==> src/source/zsignals.sv <==
`timescale 1ns/1ps

module zsignals (
	input  logic fclk,
	input  logic arst_n,

	// raw z80 strobes
	input  logic iorq_n,
	input  logic mreq_n,
	input  logic rd_n,
	input  logic wr_n,
	input  logic m1_n,

	// registered levels
	output logic iorq,
	output logic mreq,
	output logic rd,
	output logic wr,
	output logic m1,

	// cycle types
	output logic iord,
	output logic iowr,
	output logic memrd,
	output logic memwr,
	output logic intack,

	// first-cycle pulses
	output logic iowr_s,
	output logic intack_s
);

	logic iowr_r;
	logic intack_r;

	//////////////////////////////
	// strobe sampling
	//////////////////////////////

	always_ff @(posedge fclk or negedge arst_n) begin
		if (!arst_n) begin
			iorq <= 1'b0;
			mreq <= 1'b0;
			rd   <= 1'b0;
			wr   <= 1'b0;
			m1   <= 1'b0;
		end else begin
			iorq <= ~iorq_n;
			mreq <= ~mreq_n;
			rd   <= ~rd_n;
			wr   <= ~wr_n;
			m1   <= ~m1_n;
		end
	end

	// cycle types from sampled levels
	assign iord   = iorq & rd & ~m1;
	assign iowr   = iorq & wr;
	assign memrd  = mreq & rd;
	assign memwr  = mreq & wr;
	assign intack = iorq & m1;

	//////////////////////////////
	// start pulses
	//////////////////////////////

	// one pulse per z80 cycle, however many fclk it spans
	always_ff @(posedge fclk or negedge arst_n) begin
		if (!arst_n) begin
			iowr_r   <= 1'b0;
			intack_r <= 1'b0;
		end else begin
			iowr_r   <= iowr;
			intack_r <= intack;
		end
	end

	assign iowr_s   = iowr & ~iowr_r;
	assign intack_s = intack & ~intack_r;

endmodule

==> config.mk <==
export PLATFORM = sky130hd
export DESIGN_NAME = zsignals
export DESIGN_NICKNAME = d
export VERILOG_FILES = /design/src/source/zsignals.sv
export SDC_FILE = /design/constraint.sdc
export NUM_CORES = 1
export LEC_CHECK = 0
export BUFFER_PORTS_ARGS = -buffer_cell sky130_fd_sc_hd__buf_2
export CAP_MARGIN = 25
export CORE_AREA = 2 2 39 41
export DETAILED_ROUTE_END_ITERATION = 10
export DIE_AREA = 0 0 41 43
export HOLD_SLACK_MARGIN = 0.15
export PLACE_DENSITY = 0.55
export SETUP_SLACK_MARGIN = 0.3
export SLEW_MARGIN = 20
export SYNTH_ARGS = -nofsm -noshare
export SYNTH_HDL_FRONTEND = slang
export SYNTH_SLANG_ARGS = --single-unit
==> constraint.sdc <==
create_clock -name fclk -period 1.9 [get_ports fclk]
set_clock_uncertainty 0.2 [all_clocks]
set_input_delay 0.095 -clock fclk [delete_from_list [all_inputs] [get_ports fclk]]
set_output_delay 0.095 -clock fclk [all_outputs]
set_load 0.05 [all_outputs]
==> impl_metrics.tcl <==
set metrics [dict create \
    drtIter0Drc 1 \
    final_nets 56 \
    root_buffer "clkbuf_4" \
    synth_mux_area_share_pct 0 \
    rsz0062_at_grt "false" \
    gp_congestion 0.541 \
    start_util_pct 17.9 \
    gr-total-overflow 0 \
    setup_viol 0 \
    drv_slew 0 \
    synthesis.area_sq_um 248 \
    synth_compound_area_share_pct 0 \
    syn-mean-instance-area_sq_um 13.0 \
    seq_area_frac_synth_pct 70.7 \
    synth.most_common_cell "dfrtp_1" \
    met3_usage_pct 1.57 \
    synth_nets 26 \
    antenna_found_initial 0 \
    synth_area_leaders "dfrtp_1, and3b_1, inv_1, and2_2, and2_1" \
    hold_class "in2reg" \
    grt_pass1_wl_um 669 \
    leakage_uw 0.000264 \
    clk_pin_slew_ns 0.05 \
    die_w_um 41 \
    synth.top_cell.area_share_pct 70.7 \
    cp.arrival_ns 1.08 \
    finalPower_uw 373 \
    synth-seq-cells 7 \
    yosys.cell_types.count 5 \
    io_pins 19 \
    track_usage_pct 6.09 \
    min_period_ns 1.37 \
    status "completed" \
    routed_wl_um 448 \
    fmax_ghz 0.729 \
    met2_usage_pct 7.50 \
    setup_tns_ns 0 \
    area_growth_pct 83.3 \
    synth_xor_xnor_area_share_pct 0 \
    yosys-top-cells-count "dfrtp_1, inv_1, and3b_1, and2_1, and2_2" \
    drt_pre_antenna_iters 4 \
    cellPowerDensity_mw_per_mm2 821 \
    multi_input_area_sq_um 53.8 \
    diodes 0 \
    die_area_sq_mm 0.00176 \
    cts_buffers 3 \
    cts_setup_buffers 0 \
    cts-htree-levels 1 \
    synth_fa_ha_area_share_pct 0 \
    synth_top_family_by_area "simple AND/OR/NAND/NOR gates" \
    routed_via_density 3.45 \
    drc 0 \
    startpoint_type "flip-flop" \
    ant_nets 0 \
    end_kind "output port" \
    ys.warnings.count 0 \
    clkLatencyLatePin_ns 0.24 \
    fillers 137 \
    synth-async-reset-ratio_pct 100 \
    synth_top_cell_by_area "dfrtp_1" \
    synth_enable_flop_cells 0 \
    required_ns 1.60 \
    crit_type "reg2out" \
    fin_crit_sh_pct 72.2 \
    regArea_sq_um 175 \
    num_vias 221 \
    cts_tree "built" \
    clkSinkCount 7 \
    fp.dieH_um 43 \
    grt_pass1_vias 172 \
    worstPathMaxFanout 4 \
    grt_busiest_layer "met4" \
    grt_use_met1_pct 6.98 \
    yosys.area_share.simple_pct 21.7 \
    num_rows 14 \
    wire_per_inst_um 7.00 \
    r2r_setup_slack_ns 0.98 \
    maxCapViolations 0 \
    drive_gt1_share_pct 47.9 \
    synth_ff_type "dfrtp_1" \
    maxSlewHeadroom_pct 80.6 \
    core_area_sq_mm 0.00138 \
    ir_drop_uv 318 \
    cts.path.max_buffers 2 \
    grt_max_degree 8 \
    port_buffers 18 \
    synth_cells 19 \
    finalHoldViolCount 0 \
    dpl.hpwl_um 357 \
    worstMarginPinSlew_ns 0.291 \
]
power breakdown:
part | total, uW | leakage, uW | internal (uW) | switching [uW]
clock network | 125 | 0.0000150 | 79.5 | 45.2
logic | 86.8 | 0.000165 | 27.7 | 59.1
registers | 161 | 0.0000840 | 157 | 4.40
state kept, by name, summed over array words and instances, names as in the netlist:
| register | cells |
|---|---|
| intack_r | 1 |
| iorq | 1 |
| iowr_r | 1 |
| m1 | 1 |
| mreq | 1 |
| rd | 1 |
| wr | 1 |
routing by layer:
layer / vias up / share of wire, %
met5: - / 0
met4: 0 / 0
met2: 15 / 45
met1: 92 / 44
li1: 114 / -
met3: 0 / 11
critical path, stage by stage (launching register included):
cell and delay [ns]:
dfrtp_1 0.39, and3b_1 0.20, buf_2 0.25
what timing repair did:
action,CTS,global route
gates resized for setup,0,0
hold endpoints to repair,12,0
hold buffers,7,0
worst paths after layout:
kind	startpoint	end	depth (start not counted)
worst min-delay path	iorq_n	iorq$_DFF_PN0_	3
min in group asynchronous	arst_n	m1$_DFF_PN0_	3
max in group asynchronous	arst_n	iorq$_DFF_PN0_	3
worst max register to register	iorq$_DFF_PN0_	iowr_r$_DFF_PN0_	1
worst max-delay path	m1$_DFF_PN0_	iord	2
worst min register to register	wr$_DFF_PN0_	iowr_r$_DFF_PN0_	1
area by class of cell:
type                       instances  share of cell area, %
sequential                         7                   38.6
timing repair buffer              25                   35.3
multi-input combinational          7                   11.8
clock buffer                       4                   5.79
tap                               16                   4.41
inverter                           5                   4.13
through the flow:
step	utilization, %	hold slack, ns	area, sq um	std cells	setup slack, ns
after detailed placement	25.9	-0.271	358	53	0.779
after floorplan	-	-0.401	248	19	0.417
after global placement	25.9	-0.268	358	53	0.797
after global routing	32.8	0.331	454	64	0.480
final	32.8	0.328	454	64	0.528
after CTS	32.8	0.311	454	64	0.509
layout by cell type, fill, tap and decap left out, drive strengths merged:
master,Yosys,final
dfrtp,7,7
inv,5,5
and2,4,4
clkbuf,0,4
buf,0,18
and3b,3,3
dlygate4sd3,0,7
cell families after synthesis:
logic type    count (synthesis)
flops                         7
buf+inv                       5
simple gates                  7
Power figures use the tool's default switching activity.
