==> src/source/tsconf_pkg.sv <==
package tsconf_pkg;

	//////////////////////////////
	// bus widths
	//////////////////////////////

	localparam int ADDR_W = 16;
	localparam int DATA_W = 8;

	// page numbers
	localparam int PAGE_W  = 8;
	localparam int ROMPG_W = 5;

	typedef logic [PAGE_W-1:0]  page_t;
	typedef logic [ROMPG_W-1:0] rompg_t;

	//////////////////////////////
	// extended ports
	//////////////////////////////

	// low address byte shared by all extended ports
	localparam logic [7:0] XPORT_LOW = 8'hAF;

	// high address byte selects the register
	typedef enum logic [7:0] {
		XP_IM2VECT = 8'h0F,
		XP_PAGE0   = 8'h10,
		XP_PAGE1   = 8'h11,
		XP_PAGE2   = 8'h12,
		XP_PAGE3   = 8'h13,
		XP_MEMCONF = 8'h21,
		XP_INTMASK = 8'h2A
	} xport_e;

	// memconf bits
	localparam int MC_ROM_WE = 1;   // rom writable in window 0
	localparam int MC_W0_RAM = 3;   // ram instead of rom in window 0

	//////////////////////////////
	// frame interrupt
	//////////////////////////////

	// frame length in fclk cycles
	localparam int FRAME_CYCLES = 2048;
	localparam int FRAME_W      = $clog2(FRAME_CYCLES);

	// longest int_n low time
	localparam int INT_CYCLES = 32;
	localparam int INT_LEN_W  = $clog2(INT_CYCLES);

	typedef enum logic {
		INT_IDLE   = 1'b0,
		INT_ACTIVE = 1'b1
	} int_state_e;

	//////////////////////////////
	// reset values
	//////////////////////////////

	// rom in window 0, no rom writes
	localparam logic [DATA_W-1:0] MEMCONF_RST = 8'h00;

	// pentagon-like default map for windows 0..3
	localparam page_t PAGE_RST [0:3] = '{8'd0, 8'd5, 8'd2, 8'd0};

	localparam logic [DATA_W-1:0] IM2VECT_RST = 8'hFF;

	// interrupts enabled after reset
	localparam logic [DATA_W-1:0] INTMASK_RST = 8'h01;

endpackage

==> src/source/pager.sv <==
`timescale 1ns/1ps

module pager (
	input  logic                            fclk,
	input  logic                            arst_n,

	input  logic [tsconf_pkg::ADDR_W-1:0]   a,
	input  logic                            memrd,
	input  logic                            memwr,

	input  logic [tsconf_pkg::DATA_W-1:0]   memconf,
	input  tsconf_pkg::page_t               xt_page0,
	input  tsconf_pkg::page_t               xt_page1,
	input  tsconf_pkg::page_t               xt_page2,
	input  tsconf_pkg::page_t               xt_page3,

	// rom chip
	output logic                            csrom,
	output logic                            romoe_n,
	output logic                            romwe_n,
	output tsconf_pkg::rompg_t              rompg,

	// ram side
	output logic                            ram_rd,
	output logic                            ram_wr,
	output tsconf_pkg::page_t               ram_page
);

	logic [1:0]        win;
	tsconf_pkg::page_t win_page;
	logic              rom_sel;
	logic              mem_cyc;

	// 16k window from the top address bits
	assign win = a[tsconf_pkg::ADDR_W-1 -: 2];

	always_comb begin
		case (win)
			2'd0:    win_page = xt_page0;
			2'd1:    win_page = xt_page1;
			2'd2:    win_page = xt_page2;
			default: win_page = xt_page3;
		endcase
	end

	assign rom_sel = (win == 2'd0) && !memconf[tsconf_pkg::MC_W0_RAM];
	assign mem_cyc = memrd | memwr;

	//////////////////////////////
	// chip controls
	//////////////////////////////

	always_ff @(posedge fclk or negedge arst_n) begin
		if (!arst_n) begin
			csrom   <= 1'b0;
			romoe_n <= 1'b1;
			romwe_n <= 1'b1;
			ram_rd  <= 1'b0;
			ram_wr  <= 1'b0;
		end else begin
			csrom   <= rom_sel & mem_cyc;
			romoe_n <= ~(rom_sel & memrd);
			// write protect unless memconf allows it
			romwe_n <= ~(rom_sel & memwr & memconf[tsconf_pkg::MC_ROM_WE]);
			ram_rd  <= ~rom_sel & memrd;
			ram_wr  <= ~rom_sel & memwr;
		end
	end

	// page numbers only move on a memory cycle
	always_ff @(posedge fclk) begin
		if (mem_cyc) begin
			if (rom_sel)
				rompg <= xt_page0[tsconf_pkg::ROMPG_W-1:0];
			else
				ram_page <= win_page;
		end
	end

endmodule

==> config.mk <==
export PLATFORM = sky130hd
export DESIGN_NAME = pager
export DESIGN_NICKNAME = d
export VERILOG_FILES = /design/src/source/tsconf_pkg.sv /design/src/source/pager.sv
export SDC_FILE = /design/constraint.sdc
export NUM_CORES = 1
export LEC_CHECK = 0
export BUFFER_PORTS_ARGS = -buffer_cell sky130_fd_sc_hd__buf_2
export CAP_MARGIN = 10
export CORE_AREA = 5 5 50 56
export DETAILED_ROUTE_END_ITERATION = 10
export DIE_AREA = 0 0 55 61
export MAX_ROUTING_LAYER = met4
export PLACE_DENSITY = 0.91
export SLEW_MARGIN = 0
export SYNTH_ARGS = -nofsm -noshare
export SYNTH_HDL_FRONTEND = slang
export SYNTH_SLANG_ARGS = --single-unit
==> constraint.sdc <==
create_clock -name fclk -period 1.08 [get_ports fclk]
set_input_delay 0.162 -clock fclk [delete_from_list [all_inputs] [get_ports fclk]]
set_output_delay 0.162 -clock fclk [all_outputs]
set_load 0.01 [all_outputs]
==> reports/metrics.csv, run 1 <==
metric,value,unit
status,finished with violations,
failing checks,setup timing,
vias per inst,4.36,
Final Util,0.541,
hold violation total from the final report,0,
WP depth,1,
die area,3360,µm²
Least-Margin Pin Slew,0.302,ns
RD Place Congestion,0.634,
Final Instance Count excl. Fillers,132,
"wirelength, routed",2000,µm
CP Buf/Inv Count,1,
Die W,55,µm
Worst Setup SP,romoe_n$_DFF_PN1_,
share of the synthesized area in the top cell type,0.510,
io pins,78,
number of global-route vias before repair,618,
Clock Pin Slew Worst Setup and Hold Paths,0.09,ns
Final period util,1.01,
Routed Antenna Nets,0,
Residual DRC,0,
CTS Buf Count,3,
H-Tree Depth,1,
DRT Pass-1 Iters,2,
Synth Cell Area,766,µm²
unique cell type count in the Yosys netlist,11,
CP max-delay cell,dfstp_2,
Max-Cap Viols,0,
Initial Util,0.351,
register area share after synthesis,0.676,
Setup crit end,romoe_n,
design area,1180,µm²
Post-DP HPWL,1730,µm
power per cell area,1230,nW/µm²
Worst setup EP type,output pin,
share of cells above drive strength 1,0.755,
hold crit path type,input port to register,
data required time of the worst path,0.92,ns
crit-path cells,buf_6,
"CP delay by family, top",flip-flops,
antenna cells,0,
worst setup margin,-0.0133,ns
Max stage delay on crit path,0.54,ns
CTS Root Buffer Type,clkbuf_4,
Post-Syn Nets,96,
CP Class,register to output pin,
Tmin final,1.09,ns
CTS Sinks,18,
core area,2180,µm²
"IR drop worst, VDD",668,µV
Area growth syn-to-layout,54.2,%
synth top area cells,"edfxtp_1 51%, mux4_2 24%, dfrtp_1 9.8%, dfstp_2 6.9%, nor2b_1 2.5%",
Post-CTS Setup Inserts,0,
synthesized instance count,36,
largest net degree at the start of global routing,11,
DR vias,575,
WL/cell,15.1,µm
Clock Path Buffers,2,
Die Span Y,61,µm
Cells after DPL,125,
Hold Path Depth,2,
Final Setup Violations,2,
CP arrival,0.93,ns
Leak Pwr,0.000532,µW
Nets,163,
grt ovf,0,
Max-slew headroom,0.799,
achievable frequency,915,MHz
Avg Synthesized Cell Area,21.3,µm²
Startpoint Class,register,
final-layout fill cell count,189,
TNS Setup,-0.0243,ns
peak fanout along the critical path,1,
Ys Warns,0,
row cnt,18,
cell taking the most area after synthesis,edfxtp_1,
All-Layer GR Usage,0.141,
global-route wire length before repair,2960,µm
initial antenna violation count,0,
TritonCTS clock tree,done,
DRT iter0 DRCs,7,
placed instance area,1110,µm²
Yosys reg bits,18,
count of pins over their slew limit,0,
RSZ-0062 raised after global routing,true,
Port-buffer cells,57,
[cell usage in the layout, fill, tap and decap left out, drive strengths merged]
master / Yosys / final
dfrtp: 3 / 3
nand2: 1 / 1
nor3: 1 / 1
dfstp: 2 / 2
clkbuf: 0 / 3
clkinv: 0 / 1
buf: 2 / 61
mux4: 8 / 8
nor2: 2 / 2
dlygate4sd3: 0 / 3
nand3: 1 / 1
nor2b: 3 / 3
edfxtp: 13 / 13
[state kept, by name, indices dropped and copies added, names as in the netlist]
name,count
csrom,1
ram_page,8
ram_rd,1
ram_wr,1
romoe_n,1
rompg,5
romwe_n,1
[what timing repair did]
action | 4_1_cts | 5_1_grt
pin swaps | 0 | 0
setup endpoints to repair | 2 | 2
hold buffers | 3 | 0
gates resized for setup | 2 | 0
hold endpoints to repair | 7 | 0
[report_power, final]
group	internal, µW	switching, µW	total [µW]
clock	135	208	343
combinational	160	128	289
sequential	813	13.3	826
[synth_stat cells]
master / instances
edfxtp_1: 13
mux4_2: 8
dfrtp_1: 3
nor2b_1: 3
dfstp_2: 2
nor2_1: 2
buf_2: 1
buf_6: 1
nand2_1: 1
nand3_1: 1
nor3_4: 1
[area by class of cell]
| class | count | area (µm²) | share of cell area |
|---|---|---|---|
| repair buffers | 64 | 358 | 0.303 |
| well taps | 30 | 37.5 | 0.0318 |
| flip-flops and latches | 18 | 518 | 0.439 |
| multi-input cells | 16 | 241 | 0.204 |
| clock buffers | 3 | 22.5 | 0.0191 |
| clock inverters | 1 | 3.75 | 0.00318 |
[logic make-up (layout without fill, tap and decap cells)]
family | after synthesis | after routing | share of synthesized area
flip-flops | 18 | 18 | 0.676
AND/OR/NAND/NOR | 8 | 8 | 0.0670
multiplexers | 8 | 8 | 0.235
buffers and inverters | 2 | 68 | 0.0212
[metal layers]
metal	vias to the layer above	global-route usage	part of all wire
li1	277	-	-
met1	253	0.156	0.35
met2	37	0.203	0.50
met3	8	0.0344	0.091
met4	0	0.132	0.052
met5	-	-	0
[metrics by stage]
stage          worst slack [ns]  total power, µW  hold slack, ns
4_1_cts                 -0.0195             1470          0.0167
6_report                -0.0133             1460          0.0218
3_5_place_dp             -0.211             1130         -0.0225
3_3_place_gp             -0.160             1110         -0.0281
2_1_floorplan          -0.00898              968          -0.134
5_1_grt                 -0.0401             1520          0.0260
[how the worst min path moves through the flow]
stage / from / end
after global placement: arst_n / ram_rd$_DFF_PN0_
after CTS: memwr / romwe_n$_DFF_PN1_
after detailed placement: arst_n / ram_rd$_DFF_PN0_
after global routing: xt_page0[2] / rompg[2]$_DFFE_PP_
after floorplan: arst_n / csrom$_DFF_PN0_
final: memwr / romwe_n$_DFF_PN1_
(Power assumes the default switching activity.)
==> run 2, diff against run 1 <==
--- a/config.mk
+++ b/config.mk
@@ -7,9 +7,9 @@
 export LEC_CHECK = 0
 export BUFFER_PORTS_ARGS = -buffer_cell sky130_fd_sc_hd__buf_2
 export CAP_MARGIN = 10
-export CORE_AREA = 5 5 50 56
+export CORE_AREA = 5 5 52 54
 export DETAILED_ROUTE_END_ITERATION = 10
-export DIE_AREA = 0 0 55 61
+export DIE_AREA = 0 0 57 59
 export MAX_ROUTING_LAYER = met4
 export PLACE_DENSITY = 0.91
 export SLEW_MARGIN = 0
==> run 2 against run 1 <==
Against the previous run:
- the flow still finishes with violations (setup timing)
- critical path type unchanged
- clock power decreased by 5.8%
- non-clock buffer count increased by 2
- flip-flop and latch count is the same
- wire length decreased by 1.9%
- sequential share of layout area shrank 0.73 points
- largest cell class unchanged
- highest routed layer unchanged
- sequential power about the same
- largest power group unchanged
- core utilization grew 1.3 points
- design area rose by 1.7%
- combinational power is 3% higher
- critical endpoint unchanged
- setup slack worse by 0.0017 ns
- via count rose by 6.4%
==> reports/metrics.csv, run 2 (synthesis gave the netlist of run 1 again) <==
metric,value,unit,change
status,finished with violations,,
failing checks,setup timing,,
achievable frequency,913,MHz,-0.15%
count of pins over their slew limit,0,,unchanged
Clock Pin Slew Worst Setup and Hold Paths,0.10,ns,about the same
initial antenna violation count,0,,unchanged
Max stage delay on crit path,0.55,ns,about the same
Initial Util,0.353,,+0.00243
Worst setup EP type,output pin,,
worst setup margin,-0.0150,ns,-0.00168 ns
All-Layer GR Usage,0.125,,-0.0157
Post-CTS Setup Inserts,0,,unchanged
Final period util,1.01,,+0.00155
biggest regs,"ram_page: 8 flops, rompg: 5 flops",,
Hold WS,0.0184,ns,-0.00332 ns
Nets,165,,+1.2%
io pins,78,,unchanged
placed instance area,1150,µm²,+3.6%
share of cells above drive strength 1,0.779,,+0.0239
CP Class,register to output pin,,
TritonCTS clock tree,done,,
Area growth syn-to-layout,56.9,%,
"commonest cells after routing, fill and taps aside","55 x buf_2, 13 x edfxtp_1, 8 x mux4_2",,
Largest register FFs,8,,unchanged
area of the multi-input gates,241,µm²,unchanged
Top reg by flops,ram_page,,
power per cell area,1210,nW/µm²,-2.3%
pre-CTS WS,-0.112,ns,+0.0989 ns
hold violation total from the final report,0,,unchanged
Clock Path Buffers,2,,unchanged
CP arrival,0.93,ns,about the same
CTS Buf Count,3,,unchanged
Port-buffer cells,57,,unchanged
core area,2170,µm²,-0.69%
WL/cell,14.8,µm,-1.9%
Least-Margin Pin Slew,0.201,ns,-0.101 ns
H-Tree Depth,1,,unchanged
DR vias,612,,+6.4%
Tmin final,1.09,ns,+0.00168 ns
RSZ-0062 raised after global routing,true,,
CP Buf/Inv Count,1,,unchanged
Residual DRC,0,,unchanged
TNS Setup,-0.0150,ns,+0.00936 ns
"wirelength, routed",1960,µm,-1.9%
design area,1200,µm²,+1.7%
number of global-route vias before repair,718,,+16%
die area,3360,µm²,+0.24%
Post-DP HPWL,1760,µm,+2.0%
Leak Pwr,0.000547,µW,+3.0%
hold crit path type,input port to register,,
DRT iter0 DRCs,4,,-3
Die Span Y,59,µm,-3.3%
data required time of the worst path,0.92,ns,about the same
Startpoint Class,register,,
global-route wire length before repair,3010,µm,+1.6%
crit-path cells,buf_6,,
row cnt,17,,-1
CTS Sinks,18,,unchanged
largest net degree at the start of global routing,11,,unchanged
peak fanout along the critical path,1,,unchanged
"commonest non-fill, non-tap cell in the layout",buf_2,,
antenna cells,0,,unchanged
register area,518,µm²,unchanged
"IR drop worst, VDD",652,µV,-2.5%
RD Place Congestion,0.758,,+20%
vias per inst,4.64,,+6.4%
Die W,57,µm,+3.6%
"CP delay by family, top",flip-flops,,
grt ovf,0,,unchanged
Routed Antenna Nets,0,,unchanged
CP max-delay cell,dfstp_2,,
final-layout fill cell count,203,,+7.4%
Max-Cap Viols,0,,unchanged
Final Setup Violations,1,,-1
Max-slew headroom,0.865,,+0.0669
DRT Pass-1 Iters,4,,+2
CTS Root Buffer Type,clkbuf_4,,
-- run 2: report_power, final --
part	switching, µW	total [µW]	leakage (µW)	internal (µW)
Sequential	13.5	826	0.000185	813
Combinational	129	299	0.000347	171
Clock	189	323	0.0000154	134
Total	331	1450	0.000547	1120
-- run 2: stage by stage --
stage	total power (µW)	cells	util
2_1_floorplan	968	36	-
3_3_place_gp	1130	127	0.531
3_5_place_dp	1140	127	0.531
4_1_cts	1470	132	0.554
5_1_grt	1520	132	0.554
6_report	1450	132	0.554
-- run 2: path summary, 6_finish.rpt --
path                       slack, ns                 to              start  cells after the start
min in group asynchronous       0.22    csrom$_DFF_PN0_             arst_n                      2
min                             0.02  romoe_n$_DFF_PN1_              memrd                      2
max in group asynchronous       0.64  romwe_n$_DFF_PN1_             arst_n                      2
max                            -0.01            romoe_n  romoe_n$_DFF_PN1_                      1
-- run 2: area by class of cell --
class / instances / area share
clock buffer: 3 / 0.0188
clock inverter: 1 / 0.00313
tap: 28 / 0.0292
sequential: 18 / 0.431
multi-input combinational: 16 / 0.201
timing repair buffer: 66 / 0.317
-- run 2: routing by layer --
metal	wire [µm]	vias to the layer above	global-route usage
met3	138	6	0.0153
met2	1140	38	0.237
li1	-	282	-
met1	616	286	0.114
met4	59	0	0.0927
met5	0	-	-
-- run 2: what timing repair did --
action                                  4_1_cts  5_1_grt
hold endpoints to repair                      5        0
endpoints found under the setup margin        2        2
gates resized for setup                       2        0
hold buffers                                  1        0
