`src/source/tsconf_pkg.sv`:
```
package tsconf_pkg;

	//////////////////////////////
	// bus widths
	//////////////////////////////

	localparam int ADDR_W = 16;
	localparam int DATA_W = 8;

	// page numbers
	localparam int PAGE_W  = 8;
	localparam int ROMPG_W = 5;

	typedef logic [PAGE_W-1:0]  page_t;
	typedef logic [ROMPG_W-1:0] rompg_t;

	//////////////////////////////
	// extended ports
	//////////////////////////////

	// low address byte shared by all extended ports
	localparam logic [7:0] XPORT_LOW = 8'hAF;

	// high address byte selects the register
	typedef enum logic [7:0] {
		XP_IM2VECT = 8'h0F,
		XP_PAGE0   = 8'h10,
		XP_PAGE1   = 8'h11,
		XP_PAGE2   = 8'h12,
		XP_PAGE3   = 8'h13,
		XP_MEMCONF = 8'h21,
		XP_INTMASK = 8'h2A
	} xport_e;

	// memconf bits
	localparam int MC_ROM_WE = 1;   // rom writable in window 0
	localparam int MC_W0_RAM = 3;   // ram instead of rom in window 0

	//////////////////////////////
	// frame interrupt
	//////////////////////////////

	// frame length in fclk cycles
	localparam int FRAME_CYCLES = 2048;
	localparam int FRAME_W      = $clog2(FRAME_CYCLES);

	// longest int_n low time
	localparam int INT_CYCLES = 32;
	localparam int INT_LEN_W  = $clog2(INT_CYCLES);

	typedef enum logic {
		INT_IDLE   = 1'b0,
		INT_ACTIVE = 1'b1
	} int_state_e;

	//////////////////////////////
	// reset values
	//////////////////////////////

	// rom in window 0, no rom writes
	localparam logic [DATA_W-1:0] MEMCONF_RST = 8'h00;

	// pentagon-like default map for windows 0..3
	localparam page_t PAGE_RST [0:3] = '{8'd0, 8'd5, 8'd2, 8'd0};

	localparam logic [DATA_W-1:0] IM2VECT_RST = 8'hFF;

	// interrupts enabled after reset
	localparam logic [DATA_W-1:0] INTMASK_RST = 8'h01;

endpackage

```
`src/source/zint.sv`:
```
`timescale 1ns/1ps

module zint (
	input  logic fclk,
	input  logic arst_n,
	input  logic intmask_en,
	input  logic intack_s,
	output logic int_n
);

	logic [tsconf_pkg::FRAME_W-1:0]   frame_cnt;
	logic [tsconf_pkg::INT_LEN_W-1:0] len_cnt;
	logic                             frame_wrap;
	logic                             len_done;
	tsconf_pkg::int_state_e           state;

	//////////////////////////////
	// frame timer
	//////////////////////////////

	assign frame_wrap = (frame_cnt == tsconf_pkg::FRAME_W'(tsconf_pkg::FRAME_CYCLES - 1));

	always_ff @(posedge fclk or negedge arst_n) begin
		if (!arst_n)
			frame_cnt <= '0;
		else if (frame_wrap)
			frame_cnt <= '0;
		else
			frame_cnt <= frame_cnt + 1'b1;
	end

	//////////////////////////////
	// int fsm
	//////////////////////////////

	assign len_done = (len_cnt == tsconf_pkg::INT_LEN_W'(tsconf_pkg::INT_CYCLES - 1));

	always_ff @(posedge fclk or negedge arst_n) begin
		if (!arst_n) begin
			state   <= tsconf_pkg::INT_IDLE;
			len_cnt <= '0;
		end else begin
			case (state)
				tsconf_pkg::INT_IDLE: begin
					len_cnt <= '0;
					if (frame_wrap && intmask_en)
						state <= tsconf_pkg::INT_ACTIVE;
				end
				tsconf_pkg::INT_ACTIVE: begin
					len_cnt <= len_cnt + 1'b1;
					// ack or timeout, whichever first
					if (intack_s || len_done)
						state <= tsconf_pkg::INT_IDLE;
				end
				default: state <= tsconf_pkg::INT_IDLE;
			endcase
		end
	end

	assign int_n = (state != tsconf_pkg::INT_ACTIVE);

endmodule

```
`config.mk`:
```
export PLATFORM = sky130hd
export DESIGN_NAME = zint
export DESIGN_NICKNAME = d
export VERILOG_FILES = /design/src/source/tsconf_pkg.sv /design/src/source/zint.sv
export SDC_FILE = /design/constraint.sdc
export NUM_CORES = 1
export LEC_CHECK = 0
export BUFFER_PORTS_ARGS = -buffer_cell sky130_fd_sc_hd__buf_2
export CORE_ASPECT_RATIO = 0.8
export CORE_MARGIN = 2
export CORE_UTILIZATION = 30
export CTS_CLUSTER_SIZE = 25
export DETAILED_ROUTE_END_ITERATION = 8
export REMOVE_ABC_BUFFERS = 1
export SYNTH_ARGS = -nofsm -noshare
export SYNTH_HDL_FRONTEND = slang
export SYNTH_SLANG_ARGS = --single-unit
```
`constraint.sdc`:
```
create_clock -name fclk -period 2.65 [get_ports fclk]
set_input_delay 0.3975 -clock fclk [delete_from_list [all_inputs] [get_ports fclk]]
set_output_delay 0.3975 -clock fclk [all_outputs]
set_load 0.02 [all_outputs]
```
==> summary.txt, run 1 <==
Layout
  • Multi-input gate area: 323 um2
  • Register Area: around 430 um2
  • Post-Layout Cell Count: 110
  • Share of cells above drive strength 1: 0.149
  • Area Growth Syn to Fin: 13.6%
  • Fin nets: between 80 and 90
  • # fillers: 247
  • Number of diodes: 0

Place
  • Port buffer count: 4
  • Dpl hpwl: 806 um
  • GPL Wtd Cong: about 0.8
  • Placed insts: 105

Yosys
  • Mapped Area: 756 um2
  • Ys Warns: 0
  • Seq cells post-synth: 17
  • Post-synth EDFFs: 0
  • Most common cell in the netlist: dfrtp_1
  • Post-synthesis sequential area ratio: 0.563
  • Largest cells by area after synthesis: dfrtp_1 (56%), xor2_1 (7.0%), ha_1 (5.0%)
  • Synth Area per Inst: 11.6 um2
  • Distinct cell type count after synthesis: 21
  • Synth top area share: 0.563
  • Area leader, netlist: dfrtp_1
  • Asr flop ratio synth: 1.00
  • Synth top cells by count: dfrtp_1 (17), nor2_1 (9), nand3_1 (6), xor2_1 (6), xnor2_1 (4)
  • Post-Synthesis Cells: 65
  • Predominant post-synthesis flop cell: dfrtp_1

Timing
  • Final Hold Vio Count: 0
  • # setup viols final: 0
  • Final TNS setup: 0 ps
  • Worst Clk Skew: 9.33 ps
  • Fmax: 696 MHz
  • Min Tclk post-route: 1440 ps
  • Slew margin rel.: 0.761
  • Worst Max-Slew Pin Slew: 357 ps
  • RSZ-0062 raised after global routing: no
  • Max Slew Vio Count: 0
  • Final period util: 0.542

Run
  • Max Cap Viol: 0

Global route
  • Vias in the first global route: 456
  • Largest net degree at the start of global routing: 18
  • Grt total ovfl: 0
  • Total track usage: 0.0961
  • First-pass GRT wire length: 2040 um
  • Met3 Usage GRT: 0.0318
  • Grt peak-use layer: met1
  • Met1 Use GR: 0.132
  • GR Util met2: 0.125
  • Initial antenna violation count: 0

Pwr
  • Internal power: 318 uW
  • Power, Total: about 400 uW
  • Power Dens Cells: 468 mW/mm2
  • Net Sw Frac: 0.209
  • Max VDD drop: 0.212 mV
  • Sequential power share: 0.645
  • Net Sw Power: between 80 and 90 uW
  • Clock power frac: 0.336
  • Lkg Pwr: 0.405 nW
  • Comb pwr share: 0.019

Setup path
  • Critical path endpoint category: flop
  • Crit Path Max Fanout: 6
  • CP bufs+invs: 0
  • CP Cell Sequence: ha_1 -> nand2_1 -> nor4_4 -> nand3_1 -> o31ai_1
  • Setup crit start kind: flop
  • Critical Path AT: 1650 ps
  • Family with the most delay on the worst path: simple AND/OR/NAND/NOR gates
  • Worst path slowest cell: dfrtp_1
  • CP max stage delay: 440 ps
  • Setup CP Type: flop to flop
  • WP data required: 2860 ps

Route
  • Pre-antenna DRT Iters: 2
  • Iter 0 DRT Violations: 2
  • Vias per cell: 4.37
  • Routed WL: 1060 um
  • Vias: 481
  • DRC Markers: 0
  • Antenna Nets Post-Route: 0
  • Average routed wire per standard cell: 9.60 um

Floorplan
  • Core area: 0.00242 mm2
  • Chip width: 60.1 um
  • Rows: 16
  • Full die area: 0.00294 mm2
  • Initial Utilization: 0.312
  • Die H: 48.9 um
  • I/O pin total: 5

Clock network
  • CTS tree: done
  • Total CTS buffers: 3
  • Clock root buffer: clkbuf_4
  • Worst skew pair latency: 290 ps
  • Max Root-Sink Buffers: 2
  • CTS H-Tree Depth: 1
  • Clock sink count: 17
  • PostCTS Resize Cnt: 0
  • Clk pin slew, worst setup/hold paths: ~100 ps

Min path
  • Worst hold path class: input port to flop

Run status
  • Status: completed
[cells in the final DEF (no fill, tap or decap), types with 2 or more instances in the layout]
cell      instances
and3_1            2
nor2_1            9
buf_2             4
dfrtp_1          17
xnor2_1           4
nand3_1           6
nand2_1           2
xor2_1            6
clkbuf_4          3
ha_1              3
inv_1             2
and2_1            2
nand4_1           2
[power groups by stage]
| stage | Combinational (mW) | Clock (mW) | Sequential, mW |
|---|---|---|---|
| after floorplan | 0.00000760 | 0 | 0.264 |
| after global placement | 0.00723 | 0 | 0.264 |
| after detailed placement | 0.00696 | 0 | 0.264 |
| after CTS | 0.00816 | 0.145 | 0.259 |
| after global routing | 0.00917 | 0.154 | 0.259 |
| final | 0.00763 | 0.135 | 0.259 |
[area by class of cell]
type                            count  area share
Sequential cell                    17       0.496
Multi-Input combinational cell     46       0.376
Tap cell                           36      0.0525
Timing Repair Buffer                5      0.0350
Clock buffer                        3      0.0262
Inverter                            2     0.00875
Clock inverter                      1     0.00583
[cell families after synthesis]
| group | share of synthesized area |
|---|---|
| simple gates | 0.227 |
| flops | 0.563 |
| xor+xnor | 0.116 |
| compound gates | 0.0348 |
| fa+ha+maj | 0.0497 |
| buf+inv | 0.00994 |
[metal layers]
metal,routed length [um],up-vias,share of wire
li1,-,240,-
met1,554,230,0.52
met2,426,7,0.40
met5,0,-,0
met3,34,4,0.032
met4,40,0,0.038
[what timing repair did]
| item | 4_1_cts | 5_1_grt |
|---|---|---|
| endpoints found under the setup margin | 0 | 0 |
| hold buffers | 1 | 0 |
| hold endpoints to repair | 10 | 0 |
| buffers inserted | 0 | 0 |
[through the flow]
| stage | hold WS (ps) | setup slack [ps] | util | cell area, um2 |
|---|---|---|---|---|
| final | 262 | 1210 | 0.354 | 858 |
| after global routing | 245 | 1050 | 0.354 | 858 |
| after floorplan | 102 | 1350 | - | 756 |
| after global placement | 338 | 1260 | 0.339 | 821 |
| after CTS | 255 | 1190 | 0.354 | 858 |
| after detailed placement | 329 | 1220 | 0.339 | 821 |
[path summary, 6_finish.rpt]
path | from | slack [ps] | endpoint | cells after the start
setup / recovery | frame_cnt[0]$_DFF_PN0_ | 1210 | state$_DFF_PN0_ | 5
hold / removal | intack_s | 260 | state$_DFF_PN0_ | 2
setup reg to reg | frame_cnt[0]$_DFF_PN0_ | 1210 | state$_DFF_PN0_ | 5
hold reg to reg | len_cnt[0]$_DFF_PN0_ | 460 | len_cnt[0]$_DFF_PN0_ | 1
max in group asynchronous | arst_n | 1850 | frame_cnt[5]$_DFF_PN0_ | 2
min in group asynchronous | arst_n | 530 | frame_cnt[6]$_DFF_PN0_ | 2
[state kept, by name (all words and copies together) (netlist names)]
signal / cells
len_cnt: 5
state: 1
frame_cnt: 11
Power figures use the tool's default switching activity.
==> inputs of run 2 (changes only) <==
ABC_AREA = 1   (was unset)
clock period = 1.2 ns   (was 2.65 ns; I/O delays follow)
==> summary.txt, run 2 <==
Run status
  • Status: finished with violations (was completed)
  • Failing checks: setup timing

Floorplan
  • Chip width: 63.1 um (was 60.1 um)
  • Initial Utilization: 0.310 (was 0.312)
  • Rows: 17 (was 16)
  • Core area: 0.00270 mm2 (was 0.00242 mm2)
  • I/O pin total: 5 (unchanged)
  • Full die area: 0.00324 mm2 (was 0.00294 mm2)
  • Die H: 51.3 um (was 48.9 um)

Layout
  • Most common cell after layout, fill and taps aside: nand2_1 (was dfrtp_1)
  • Area Growth Syn to Fin: 23.4% (was 13.6%)
  • Largest regs: frame_cnt: 11 flops, len_cnt: 5 flops, state: 1 flops (unchanged)
  • Most flops, register: frame_cnt (unchanged)
  • Max reg flops: 11 (unchanged)
  • Post-Layout Cell Count: 149 (was 110)
  • Fin nets: 119 (was 82)
  • Number of diodes: 0 (unchanged)
  • Commonest non-fill, non-tap cells in the layout: nand2_1 (23), dfrtp_1 (17), inv_1 (14) (was dfrtp_1 (17), nor2_1 (9), nand3_1 (6), xor2_1 (6))
  • Share of cells above drive strength 1: 0.261 (was 0.149)
  • Post-layout util: 0.383 (was 0.354)
  • Post-route design area: 0.00103 mm2 (was 858 um2)

Yosys
  • Ys Warns: 0 (unchanged)
  • Synth top cells by count: nand2_1 (24), dfrtp_1 (17), inv_1 (14) (was dfrtp_1 (17), nor2_1 (9), nand3_1 (6), xor2_1 (6), xnor2_1 (4))
  • Post-synthesis sequential area ratio: 0.507 (was 0.563)
  • Post-Synthesis Cells: 96 (was 65)
  • Most common cell in the netlist: nand2_1 (was dfrtp_1)
  • Post-synth EDFFs: 0 (unchanged)
  • Distinct cell type count after synthesis: 19 (was 21)
  • Area leader, netlist: dfrtp_1 (unchanged)
  • Predominant post-synthesis flop cell: dfrtp_1 (unchanged)
  • Seq cells post-synth: 17 (unchanged)
  • Largest cells by area after synthesis: dfrtp_1 (51%), nand2_1 (11%), inv_1 (6.3%) (was dfrtp_1 (56%), xor2_1 (7.0%), ha_1 (5.0%))
  • Synth Area per Inst: 8.73 um2 (was 11.6 um2)
  • Mapped Area: 838 um2 (was 756 um2)
  • Synth top area share: 0.507 (was 0.563)
  • Asr flop ratio synth: 1.00 (unchanged)

Route
  • Vias: 593 (was 481)
  • Average routed wire per standard cell: 9.46 um (was 9.60 um)
  • Vias per cell: 3.98 (was 4.37)
  • Iter 0 DRT Violations: 6 (was 2)
  • Routed WL: 1410 um (was 1060 um)
  • WL met3: 10 um (was 34 um)
  • Max layer used: met4 (unchanged)
  • Pre-antenna DRT Iters: 4 (was 2)
  • Antenna Nets Post-Route: 0 (unchanged)
  • Met1 Wirelength: 653 um (was 554 um)
  • Met2 wire length: 725 um (was 426 um)
  • DRC Markers: 0 (unchanged)

Timing
  • Final worst slack: -13.3 ps (was 1210 ps)
  • Hold_ws: 153 ps (was 262 ps)
  • Worst Max-Slew Pin Slew: 378 ps (was 357 ps)
  • Final period util: 1.01 (was 0.542)
  • Min Tclk post-route: 1210 ps (was 1440 ps)
  • Slew margin rel.: 0.748 (was 0.761)
  • Max Slew Vio Count: 0 (unchanged)
  • RSZ-0062 raised after global routing: yes (was no)
  • Fmax: 824 MHz (was 696 MHz)
  • Final Hold Vio Count: 0 (unchanged)
  • Worst Clk Skew: 4.81 ps (was 9.33 ps)
  • # setup viols final: 1 (was 0)

Min path
  • Worst hold path class: input port to flop (unchanged)
  • Hold Crit Start: intmask_en (was intack_s)
  • Hold Path Stages: 3 (was 2)
  • Worst Hold Path EP: state$_DFF_PN0_ (unchanged)

Setup path
  • Critical Path AT: 1430 ps (was 1650 ps)
  • Critical path endpoint category: flop (unchanged)
  • Crit Path Max Fanout: 2 (was 6)
  • R2r endpoint: state$_DFF_PN0_ (unchanged)
  • Setup CP Type: flop to flop (unchanged)
  • Reg2Reg Depth: 6 (was 5)
  • FF-to-FF Start: len_cnt[0]$_DFF_PN0_ (was frame_cnt[0]$_DFF_PN0_)
  • Setup crit start kind: flop (unchanged)
  • WP data required: 1420 ps (was 2860 ps)
  • R2R setup slack: -10 ps (was 1210 ps)

Pwr
  • Lkg Pwr: 0.563 nW (was 0.405 nW)
  • Net Sw Power: 182 uW (was 84.1 uW)
  • Clock power frac: 0.336 (about the same)
  • Power, Total: 890 uW (was 402 uW)
  • Power Dens Cells: 860 mW/mm2 (was 468 mW/mm2)
  • Comb pwr share: 0.021 (was 0.019)
  • Sequential power share: 0.643 (was 0.645)
  • Internal power: 707 uW (was 318 uW)
  • Net Sw Frac: 0.205 (was 0.209)
  • Max VDD drop: 0.221 mV (was 0.212 mV)

Global route
  • Grt total ovfl: 0 (unchanged)
  • Total track usage: 0.0997 (was 0.0961)
  • Initial antenna violation count: 0 (unchanged)
  • Vias in the first global route: 569 (was 456)
  • Largest net degree at the start of global routing: 18 (unchanged)
  • First-pass GRT wire length: 2460 um (was 2040 um)

Place
  • GPL Wtd Cong: 0.659 (was 0.803)
  • Dpl hpwl: 1040 um (was 806 um)
  • Placement-stage cell area: 921 um2 (was 821 um2)
  • Placed insts: 140 (was 105)
  • Port buffer count: 4 (unchanged)

Clock network
  • Clock root buffer: clkbuf_4 (unchanged)
  • CTS tree: done (unchanged)
  • Clock sink count: 17 (unchanged)
  • Worst skew pair latency: 280 ps (was 290 ps)
  • CTS H-Tree Depth: 1 (unchanged)
  • Max Root-Sink Buffers: 2 (unchanged)
  • Clk pin slew, worst setup/hold paths: 100 ps (about the same)
  • Total CTS buffers: 3 (unchanged)

Run
  • Max Cap Viol: 0 (unchanged)
run 2: timing repair:
action	CTS	global route
hold endpoints to repair	17	0
pin swaps	3	4
setup buffers	1	3
hold buffers	1	0
resized for setup	2	8
endpoints found under the setup margin	6	12
run 2: area by class of cell:
class / instances / area (um2)
fillers: 280 / 1670
flip-flops and latches: 17 / 425
multi-input cells: 62 / 397
repair buffers: 11 / 75.1
inverters: 17 / 63.8
well taps: 38 / 47.5
clock buffers: 4 / 26.3
run 2: how the worst max path moves through the flow:
| stage | slack [ps] | start | to |
|---|---|---|---|
| floorplan | 10 | len_cnt[0]$_DFF_PN0_ | state$_DFF_PN0_ |
| global placement | 20 | len_cnt[0]$_DFF_PN0_ | state$_DFF_PN0_ |
| detailed placement | -40 | len_cnt[0]$_DFF_PN0_ | state$_DFF_PN0_ |
| CTS | -10 | len_cnt[0]$_DFF_PN0_ | state$_DFF_PN0_ |
| global route | -100 | len_cnt[1]$_DFF_PN0_ | state$_DFF_PN0_ |
| finish | -10 | len_cnt[0]$_DFF_PN0_ | state$_DFF_PN0_ |
run 2: through the flow:
stage | setup TNS [ps] | worst slack (ps)
after floorplan | 0 | 14.0
after global placement | 0 | 15.5
after detailed placement | -43.5 | -38.1
after CTS | -13.5 | -13.5
after global routing | -327 | -101
final | -13.3 | -13.3
run 2: power groups by stage:
stage | clock, mW | sequential (mW) | combinational [mW]
2_1_floorplan | 0 | 0.584 | 0.00106
3_3_place_gp | 0 | 0.584 | 0.0171
3_5_place_dp | 0 | 0.584 | 0.0169
4_1_cts | 0.312 | 0.572 | 0.0194
5_1_grt | 0.349 | 0.573 | 0.0224
6_report | 0.299 | 0.572 | 0.0183
run 2: cell families after synthesis:
group / count (synthesis) / synth area share
and+or+nand+nor: 51 / 0.300
buffers and inverters: 17 / 0.0761
DFF: 17 / 0.507
AOI/OAI and AO/OA: 5 / 0.0403
xor gates and xnor gates: 3 / 0.0313
adders and majority gates: 3 / 0.0448
run 2: metal layers:
| metal | vias to the layer above | global-route usage |
|---|---|---|
| li1 | 319 | - |
| met1 | 270 | 0.120 |
| met2 | 2 | 0.174 |
| met3 | 2 | 0.0132 |
| met4 | 0 | 0.0556 |
| met5 | - | 0 |
run 2: critical path: stages (launching register included):
cell	delay (ps)
dfrtp_1	400
ha_2	190
nand2_2	70
nor2_2	40
ha_1	170
nor3_1	150
o21bai_2	130
