## src/source/tsconf_pkg.sv

```systemverilog
package tsconf_pkg;

	//////////////////////////////
	// bus widths
	//////////////////////////////

	localparam int ADDR_W = 16;
	localparam int DATA_W = 8;

	// page numbers
	localparam int PAGE_W  = 8;
	localparam int ROMPG_W = 5;

	typedef logic [PAGE_W-1:0]  page_t;
	typedef logic [ROMPG_W-1:0] rompg_t;

	//////////////////////////////
	// extended ports
	//////////////////////////////

	// low address byte shared by all extended ports
	localparam logic [7:0] XPORT_LOW = 8'hAF;

	// high address byte selects the register
	typedef enum logic [7:0] {
		XP_IM2VECT = 8'h0F,
		XP_PAGE0   = 8'h10,
		XP_PAGE1   = 8'h11,
		XP_PAGE2   = 8'h12,
		XP_PAGE3   = 8'h13,
		XP_MEMCONF = 8'h21,
		XP_INTMASK = 8'h2A
	} xport_e;

	// memconf bits
	localparam int MC_ROM_WE = 1;   // rom writable in window 0
	localparam int MC_W0_RAM = 3;   // ram instead of rom in window 0

	//////////////////////////////
	// frame interrupt
	//////////////////////////////

	// frame length in fclk cycles
	localparam int FRAME_CYCLES = 2048;
	localparam int FRAME_W      = $clog2(FRAME_CYCLES);

	// longest int_n low time
	localparam int INT_CYCLES = 32;
	localparam int INT_LEN_W  = $clog2(INT_CYCLES);

	typedef enum logic {
		INT_IDLE   = 1'b0,
		INT_ACTIVE = 1'b1
	} int_state_e;

	//////////////////////////////
	// reset values
	//////////////////////////////

	// rom in window 0, no rom writes
	localparam logic [DATA_W-1:0] MEMCONF_RST = 8'h00;

	// pentagon-like default map for windows 0..3
	localparam page_t PAGE_RST [0:3] = '{8'd0, 8'd5, 8'd2, 8'd0};

	localparam logic [DATA_W-1:0] IM2VECT_RST = 8'hFF;

	// interrupts enabled after reset
	localparam logic [DATA_W-1:0] INTMASK_RST = 8'h01;

endpackage

```

## src/source/zports.sv

```systemverilog
`timescale 1ns/1ps

module zports (
	input  logic                            fclk,
	input  logic                            arst_n,

	input  logic [tsconf_pkg::ADDR_W-1:0]   a,
	input  logic [tsconf_pkg::DATA_W-1:0]   din,
	input  logic                            iord,
	input  logic                            iowr_s,

	// readback
	output logic [tsconf_pkg::DATA_W-1:0]   dout,
	output logic                            dataout,

	// configuration
	output logic [tsconf_pkg::DATA_W-1:0]   memconf,
	output tsconf_pkg::page_t               xt_page0,
	output tsconf_pkg::page_t               xt_page1,
	output tsconf_pkg::page_t               xt_page2,
	output tsconf_pkg::page_t               xt_page3,
	output logic [tsconf_pkg::DATA_W-1:0]   im2vect,
	output logic                            intmask_en
);

	logic                          port_lo;
	logic                          port_known;
	logic [7:0]                    port_hi;
	logic [tsconf_pkg::DATA_W-1:0] intmask;
	logic [tsconf_pkg::DATA_W-1:0] rd_mux;

	assign port_hi = a[tsconf_pkg::ADDR_W-1 -: 8];
	assign port_lo = (a[7:0] == tsconf_pkg::XPORT_LOW);

	//////////////////////////////
	// readback
	//////////////////////////////

	always_comb begin
		port_known = 1'b1;
		rd_mux     = '0;
		case (port_hi)
			tsconf_pkg::XP_PAGE0:   rd_mux = xt_page0;
			tsconf_pkg::XP_PAGE1:   rd_mux = xt_page1;
			tsconf_pkg::XP_PAGE2:   rd_mux = xt_page2;
			tsconf_pkg::XP_PAGE3:   rd_mux = xt_page3;
			tsconf_pkg::XP_MEMCONF: rd_mux = memconf;
			tsconf_pkg::XP_IM2VECT: rd_mux = im2vect;
			tsconf_pkg::XP_INTMASK: rd_mux = intmask;
			default:                port_known = 1'b0;
		endcase
	end

	// unknown ports leave the bus alone
	assign dataout = iord & port_lo & port_known;
	assign dout    = rd_mux;

	//////////////////////////////
	// config registers
	//////////////////////////////

	always_ff @(posedge fclk or negedge arst_n) begin
		if (!arst_n) begin
			memconf  <= tsconf_pkg::MEMCONF_RST;
			xt_page0 <= tsconf_pkg::PAGE_RST[0];
			xt_page1 <= tsconf_pkg::PAGE_RST[1];
			xt_page2 <= tsconf_pkg::PAGE_RST[2];
			xt_page3 <= tsconf_pkg::PAGE_RST[3];
			im2vect  <= tsconf_pkg::IM2VECT_RST;
			intmask  <= tsconf_pkg::INTMASK_RST;
		end else if (iowr_s && port_lo) begin
			case (port_hi)
				tsconf_pkg::XP_PAGE0:   xt_page0 <= din;
				tsconf_pkg::XP_PAGE1:   xt_page1 <= din;
				tsconf_pkg::XP_PAGE2:   xt_page2 <= din;
				tsconf_pkg::XP_PAGE3:   xt_page3 <= din;
				tsconf_pkg::XP_MEMCONF: memconf  <= din;
				tsconf_pkg::XP_IM2VECT: im2vect  <= din;
				tsconf_pkg::XP_INTMASK: intmask  <= din;
				default: ;
			endcase
		end
	end

	// bit 0 enables the frame interrupt
	assign intmask_en = intmask[0];

endmodule

```

## config.mk

```make
export PLATFORM = sky130hd
export DESIGN_NAME = zports
export DESIGN_NICKNAME = d
export VERILOG_FILES = /design/src/source/tsconf_pkg.sv /design/src/source/zports.sv
export SDC_FILE = /design/constraint.sdc
export NUM_CORES = 1
export LEC_CHECK = 0
export BUFFER_PORTS_ARGS = -buffer_cell sky130_fd_sc_hd__buf_2
export CAP_MARGIN = 30
export CORE_MARGIN = 10
export CORE_UTILIZATION = 46
export CTS_CLUSTER_SIZE = 28
export DETAILED_ROUTE_END_ITERATION = 10
export GPL_ROUTABILITY_DRIVEN = 0
export HOLD_SLACK_MARGIN = 0.02
export PLACE_DENSITY_LB_ADDON = 0.15
export SYNTH_ARGS = -nofsm -noshare
export SYNTH_HDL_FRONTEND = slang
export SYNTH_SLANG_ARGS = --single-unit
```

## constraint.sdc

```tcl
create_clock -name fclk -period 1.15 [get_ports fclk]
set_clock_uncertainty 0.05 [all_clocks]
set_input_delay 0 -clock fclk [delete_from_list [all_inputs] [get_ports fclk]]
set_output_delay 0 -clock fclk [all_outputs]
set_load 0.02 [all_outputs]
```

==> flow_summary.json, run 1 <==
{
  "endpoint_kind": "output pin",
  "grt_max_degree": 40,
  "syn-instance-count": 200,
  "tritoncts_num_sinks": 56,
  "numPortBuffers": 85,
  "floorplan.rows": 27,
  "dieArea_mm2": 0.00937,
  "worst_setup_slack_post_dpl_ns": -0.329,
  "post_drt_via_cell_ratio": 5.48,
  "number_of_global_route_vias_before_repair": 2562,
  "cts-root-buf": "sky130_fd_sc_hd__clkbuf_8",
  "cts_tree": "built",
  "drcViolationCount": 0,
  "final_max_slew_viol_count": 0,
  "postLayoutCoreUtil_pct": 78.5,
  "fin_nets": 385,
  "critical_path.reg2reg.endpoint": "xt_page0[6]$_DFFE_PN0P_",
  "cp_data_required_time_ns": 1.10,
  "timing.final.hold_violations": 0,
  "layout_setup_ws_ns": -0.583,
  "critical_path.reg2reg.startpoint": "xt_page0[6]$_DFFE_PN0P_",
  "postRouteAntennaNets": 0,
  "synth_area_mm2": 0.00271,
  "critPathMaxStageDelay_ns": 0.42,
  "placed_cells": 407,
  "grt_use_total_pct": 17.7,
  "clock_insertion_delay_worst_skew_ns": 0.31,
  "worstSetupPathType": "flop to output pin",
  "worst-slew-pin-transition_ns": 0.380,
  "worst_hold_slack_ns": 0.133,
  "antenna_violations_before_repair": 0,
  "globalRouteOverflowTotal": 0,
  "drt-total-wl_mm": 8.89,
  "htree_num_levels": 2,
  "endpoint_arrival_time_on_the_critical_path_ns": 1.68,
  "max_cap_violations": 0,
  "die_w_um": 96.8,
  "die_height_um": 96.8,
  "postSynthRegisterBits": 56,
  "power.leakage_nw": 2.20,
  "cts_made_buffers": 5,
  "synthesis.area_per_instance_um2": 13.6,
  "place_hpwl_mm": 6.50,
  "start_util_pct": 48.4,
  "vias": 2356,
  "holdCritPathClass": "input port to asynchronous set/reset pin",
  "reg2reg_depth": 3,
  "power.ir.vdd_worst_mv": 0.783,
  "drt-pass1-iter-count": 4,
  "highest_clock_frequency_the_design_can_meet_mhz": 577,
  "reg2reg_setup_slack_ns": 0.05,
  "clock_pin_slew_on_the_worst_setup_and_hold_paths_ns": 0.10,
  "global_route_wire_length_before_repair_mm": 13.6,
  "finalWorstPathRequiredPeriod_ns": 1.73,
  "synth_nets": 228,
  "synth.yosys.warnings": 0,
  "rsz0062_at_grt": "yes",
  "io_pins": 86,
  "synth.top_cells.by_area": "sky130_fd_sc_hd__dfrtp_1, sky130_fd_sc_hd__mux2_2, sky130_fd_sc_hd__dfstp_2",
  "top_usage_layer": "met2",
  "grt_util_met2_pct": 29.4,
  "slowest_stage": "sky130_fd_sc_hd__dfrtp_2",
  "ys_seq_area_share_pct": 52.2,
  "grt_met1_usage_pct": 21.8,
  "cell_taking_the_most_area_after_synthesis": "sky130_fd_sc_hd__dfrtp_1",
  "failed_checks": "setup timing",
  "critical_path.cell_chain": "mux2i_2 -> a2bb2oi_2 -> o22ai_2 -> a221o_1 -> buf_6",
  "outcome": "complete, but fails checks",
  "final_cell_count_no_fill": 430,
  "final-setup-viol-count": 10,
  "maximum_number_of_buffers_from_clock_root_to_sink": 2,
  "detail_route.iter0.violations": 136,
  "timing.final.crit_share_pct": 151,
  "area.growth.synth_to_final_pct": 62.3,
  "yosysTopAreaCellShare_pct": 40.6,
  "timing.max_slew.rel_slack_pct": 74.7,
  "startpoint_type_of_the_worst_setup_path": "flop",
  "worst_path_fanout_max": 2,
  "wire_per_inst_um": 20.7,
  "core_outline_area_mm2": 0.00561,
  "cellPowerDensity_mw_per_mm2": 773,
  "drive_gt1_share_pct": 77.4,
  "count_of_distinct_cell_types_in_the_synthesized_netlist": 34,
  "use_met3_pct": 5.61,
  "num_antenna_cells": 0
}
[sequential cells by signal, summed over array words and instances, names as in the netlist]
signal	cells
xt_page2	8
xt_page3	8
xt_page1	8
memconf	8
im2vect	8
intmask	8
xt_page0	8
[metal layers]
metal / vias up / wire (um)
met5: - / 0
met4: 0 / 114
met3: 10 / 553
met2: 74 / 4410
met1: 1192 / 3810
li1: 1080 / -
[critical path: cells and delay by family, from the launching register on]
family,cells,cell delay (ns)
compound gates,3,0.62
mux,1,0.20
flops,1,0.42
buf+inv,1,0.14
[repair_timing]
item / 4_1_cts / 5_1_grt
pin swaps: 4 / 8
gates cloned: 0 / 0
buffers inserted: 2 / 5
gates resized for setup: 20 / 47
hold endpoints to repair: 112 / 0
hold buffers: 9 / 0
setup endpoints to repair: 11 / 37
[metrics by stage]
stage	instance area [um2]	power (mW)	setup TNS, ns
after global placement	3930	2.28	-16.13
after floorplan	2960	2.08	-2.65
after CTS	4200	3.40	-4.21
after detailed placement	3930	2.29	-16.84
final	4400	3.40	-4.05
after global routing	4400	3.55	-5.20
[placed cells by master (no fill, tap or decap), types with 2 or more instances in the layout]
cell | synthesis | routed
sky130_fd_sc_hd__buf_6 | 0 | 17
sky130_fd_sc_hd__dlygate4sd3_1 | 0 | 9
sky130_fd_sc_hd__and4_4 | 1 | 4
sky130_fd_sc_hd__buf_2 | 4 | 73
sky130_fd_sc_hd__dfstp_2 | 12 | 12
sky130_fd_sc_hd__buf_4 | 5 | 53
sky130_fd_sc_hd__nor2b_1 | 2 | 2
sky130_fd_sc_hd__clkinv_2 | 0 | 2
sky130_fd_sc_hd__and2_4 | 0 | 2
sky130_fd_sc_hd__buf_12 | 0 | 9
sky130_fd_sc_hd__mux2i_1 | 8 | 2
sky130_fd_sc_hd__mux2_2 | 53 | 18
sky130_fd_sc_hd__mux2i_2 | 0 | 6
sky130_fd_sc_hd__a2bb2oi_2 | 0 | 8
sky130_fd_sc_hd__dfrtp_1 | 44 | 29
sky130_fd_sc_hd__mux2_4 | 0 | 38
sky130_fd_sc_hd__a22oi_1 | 8 | 8
sky130_fd_sc_hd__o21ai_1 | 0 | 2
sky130_fd_sc_hd__a221o_1 | 8 | 8
sky130_fd_sc_hd__o22ai_1 | 8 | 7
sky130_fd_sc_hd__nor3_4 | 0 | 2
sky130_fd_sc_hd__clkbuf_8 | 0 | 5
sky130_fd_sc_hd__nand2_1 | 4 | 4
sky130_fd_sc_hd__and2_1 | 4 | 2
sky130_fd_sc_hd__nor3b_4 | 0 | 3
sky130_fd_sc_hd__dfrtp_2 | 0 | 15
sky130_fd_sc_hd__and4_1 | 5 | 2
[how the worst max path moves through the flow]
stage,start,end,depth (start not counted)
final,xt_page0[1]$_DFFE_PN0P_,dout[1],5
after global routing,xt_page0[1]$_DFFE_PN0P_,dout[1],5
after CTS,xt_page0[1]$_DFFE_PN0P_,dout[1],5
after detailed placement,a[6],intmask[2]$_DFFE_PN0P_,6
after global placement,a[9],xt_page1[1]$_DFFE_PN0P_,6
after floorplan,a[6],intmask[1]$_DFFE_PN0P_,5
[where the power goes]
group	leakage [nW]	internal (mW)	switching [mW]	total, mW
clock	0.0479	0.427	0.651	1.08
sequential	0.714	1.97	0.000510	1.97
combinational	1.44	0.170	0.185	0.355
total	2.20	2.57	0.837	3.40
[cell usage after synthesis (all sizes together)]
master   instances
nor3             2
a22oi            8
mux2i            8
a2111oi          1
and2             5
and3             1
clkbuf           2
and4             6
o21ai            2
nor2b            2
o22ai            8
nand2            4
mux2            56
nand4bb          1
buf             10
and3b            1
nand4            3
nor2             2
dfstp           12
a221o            8
a31oi            1
a2bb2oi          8
inv              2
nor3b            3
dfrtp           44
[logic make-up after synthesis]
kind of cell	share of synthesized area, %
mux	26.2
buf+inv	2.86
compound gates	10.5
flops	52.2
simple gates	8.21
[cell type report]
cell class / count / area (um2)
multi-input cells: 130 / 1540
flip-flops and latches: 56 / 1440
repair buffers: 162 / 1240
fillers: 366 / 1200
well taps: 72 / 90.1
clock buffers: 5 / 68.8
clock inverters: 3 / 18.8
inverters: 2 / 7.51
(Power assumes the default switching activity.)
==> run 2: changes to the inputs <==
--- a/config.mk
+++ b/config.mk
@@ -17,3 +17,4 @@
 export SYNTH_ARGS = -nofsm -noshare
 export SYNTH_HDL_FRONTEND = slang
 export SYNTH_SLANG_ARGS = --single-unit
+export TNS_END_PERCENT = 30
==> flow_summary.json, run 2 (same netlist as run 1, synthesis figures left out) <==
{
  "outcome": "complete, but fails checks",
  "failed_checks": "setup timing",
  "fillerInstances": 345,
  "power.ir.vdd_worst_mv": 0.841,
  "worst_path_fanout_max": 2,
  "power_switching_share_pct": 23.3,
  "cellPowerDensity_mw_per_mm2": 832,
  "start_util_pct": 48.4,
  "timing.final.crit_share_pct": 147,
  "postLayoutCoreUtil_pct": 78.0,
  "detail_route.iter0.violations": 96,
  "commonest_cells_after_routing_fill_and_taps_aside": "sky130_fd_sc_hd__buf_2, sky130_fd_sc_hd__buf_4, sky130_fd_sc_hd__mux2_4",
  "placedInstanceArea_mm2": 0.00390,
  "endpoint_kind": "output pin",
  "drive_gt1_share_pct": 76.6,
  "floorplan.rows": 27,
  "p_comb_share_pct": 9.5,
  "final_cell_area_mm2": 0.00437,
  "most_common_cell_after_layout_fill_and_taps_aside": "sky130_fd_sc_hd__buf_2",
  "wire_per_inst_um": 19.9,
  "multiInputGateArea_mm2": 0.00153,
  "report.power.total_mw": 3.64,
  "global_route_wire_length_before_repair_mm": 13.5,
  "cts-root-buf": "sky130_fd_sc_hd__clkbuf_8",
  "final-setup-viol-count": 16,
  "startpoint_type_of_the_worst_setup_path": "flop",
  "fin_nets": 381,
  "antenna_violations_before_repair": 0,
  "holdCritPathClass": "input port to asynchronous set/reset pin",
  "number_of_global_route_vias_before_repair": 2534,
  "rsz0062_at_grt": "yes",
  "layout_setup_ws_ns": -0.536,
  "postRouteAntennaNets": 0,
  "cts_made_buffers": 5,
  "cp_data_required_time_ns": 1.10,
  "reg2reg_setup_slack_ns": 0.06,
  "clock_insertion_delay_worst_skew_ns": 0.31,
  "critical_path.reg2reg.endpoint": "xt_page2[3]$_DFFE_PN0P_",
  "highest_clock_frequency_the_design_can_meet_mhz": 593,
  "tritoncts_num_sinks": 56,
  "maximum_number_of_buffers_from_clock_root_to_sink": 2,
  "final_max_slew_viol_count": 0,
  "clock_pin_slew_on_the_worst_setup_and_hold_paths_ns": 0.10,
  "timing.max_slew.rel_slack_pct": 66.2,
  "reg2reg_depth": 3,
  "cts_tree": "built",
  "die_w_um": 96.8,
  "timing.final.hold_violations": 0,
  "max_cap_violations": 0,
  "post_drt_via_cell_ratio": 5.46,
  "area.growth.synth_to_final_pct": 61.3,
  "p_seq_share_pct": 54.2,
  "htree_num_levels": 2,
  "dieArea_mm2": 0.00937,
  "sequential_cell_area_mm2": 0.00144,
  "clock_power_share_pct": 36.3,
  "worstSetupPathType": "flop to output pin",
  "vias": 2325,
  "die_height_um": 96.8,
  "p_sw_uw": 847,
  "io_pins": 86,
  "worst-slew-pin-transition_ns": 0.507,
  "drt-pass1-iter-count": 4,
  "critical_path.reg2reg.startpoint": "xt_page2[3]$_DFFE_PN0P_",
  "core_outline_area_mm2": 0.00561,
  "power.leakage_nw": 2.18,
  "place_hpwl_mm": 6.07,
  "internal-power_mw": 2.79,
  "finalWorstPathRequiredPeriod_ns": 1.69,
  "globalRouteOverflowTotal": 0,
  "grt_max_degree": 57,
  "drcViolationCount": 0,
  "num_antenna_cells": 0,
  "numPortBuffers": 85,
  "grt_use_total_pct": 17.3,
  "endpoint_arrival_time_on_the_critical_path_ns": 1.64,
  "drt-total-wl_mm": 8.47
}
==> run 2: changes by cell type in the layout (fill, tap and decap cells not counted), sizes merged <==
| cell | before | now |
|---|---|---|
| buf | 153 | 148 |
| inv | 2 | 3 |
| clkbuf | 5 | 6 |
| clkinvlp | 0 | 1 |
| bufinv | 0 | 1 |
| clkinv | 3 | 0 |
==> run 2: cell type report <==
type | count | share of cell area, %
Clock buffer | 5 | 1.57
Inverter | 2 | 0.172
Clock inverter | 3 | 1.06
Timing Repair Buffer | 158 | 27.4
Multi-Input combinational cell | 130 | 35.0
Tap cell | 72 | 2.06
Sequential cell | 56 | 32.8
==> run 2: what timing repair did <==
| action | 4_1_cts | 5_1_grt |
|---|---|---|
| hold endpoints to repair | 112 | 0 |
| pin swaps | 0 | 7 |
| gates resized for setup | 23 | 36 |
| hold buffers | 9 | 0 |
| setup buffers | 0 | 4 |
| endpoints found under the setup margin | 10 | 34 |
| cloned | 0 | 1 |
==> run 2: layer usage <==
| layer | vias up | share of wire, % | GRT usage (%) |
|---|---|---|---|
| li1 | 1074 | - | - |
| met1 | 1176 | 42 | 20.1 |
| met2 | 64 | 52 | 31.2 |
| met3 | 11 | 3.9 | 4.05 |
| met4 | 0 | 1.4 | 3.95 |
| met5 | - | 0 | 0 |
==> run 2: worst max path at each step <==
stage                                  startpoint  slack, ns                     end  cells past startpoint
after floorplan                              a[6]      -0.06  memconf[0]$_DFFE_PN0P_                      5
after global placement                      a[15]      -0.28  intmask[6]$_DFFE_PN0P_                      6
after detailed placement                    a[15]      -0.38                 dout[4]                      7
after CTS                 xt_page2[4]$_DFFE_PN0P_      -0.55                 dout[4]                      5
after global routing      xt_page2[2]$_DFFE_PN0P_      -0.60                 dout[2]                      5
final                     xt_page0[1]$_DFFE_PN0P_      -0.54                 dout[1]                      5
==> run 2: power by group through the flow <==
stage | logic [mW] | clock network, mW | registers, mW
floorplan | 0.0719 | 0 | 2.01
global placement | 0.261 | 0 | 2.01
detailed placement | 0.265 | 0 | 2.01
CTS | 0.309 | 1.35 | 1.97
global route | 0.372 | 1.43 | 1.97
finish | 0.345 | 1.32 | 1.97
==> run 2: worst max-delay path, cell delays in order (launching register included) <==
cell	delay (ns)
sky130_fd_sc_hd__dfrtp_2	0.42
sky130_fd_sc_hd__mux2i_2	0.18
sky130_fd_sc_hd__a2bb2oi_2	0.18
sky130_fd_sc_hd__o22ai_1	0.11
sky130_fd_sc_hd__a221o_1	0.27
sky130_fd_sc_hd__buf_2	0.16
==> run 2: per-stage QoR <==
step,hold WS [ns],TNS (ns),instances,worst slack (ns)
global placement,-0.0302,-15.68,404,-0.284
global route,0.151,-5.47,426,-0.605
floorplan,-0.346,-2.70,200,-0.0600
CTS,0.138,-4.28,421,-0.548
detailed placement,-0.0279,-17.24,404,-0.383
finish,0.153,-4.28,426,-0.536
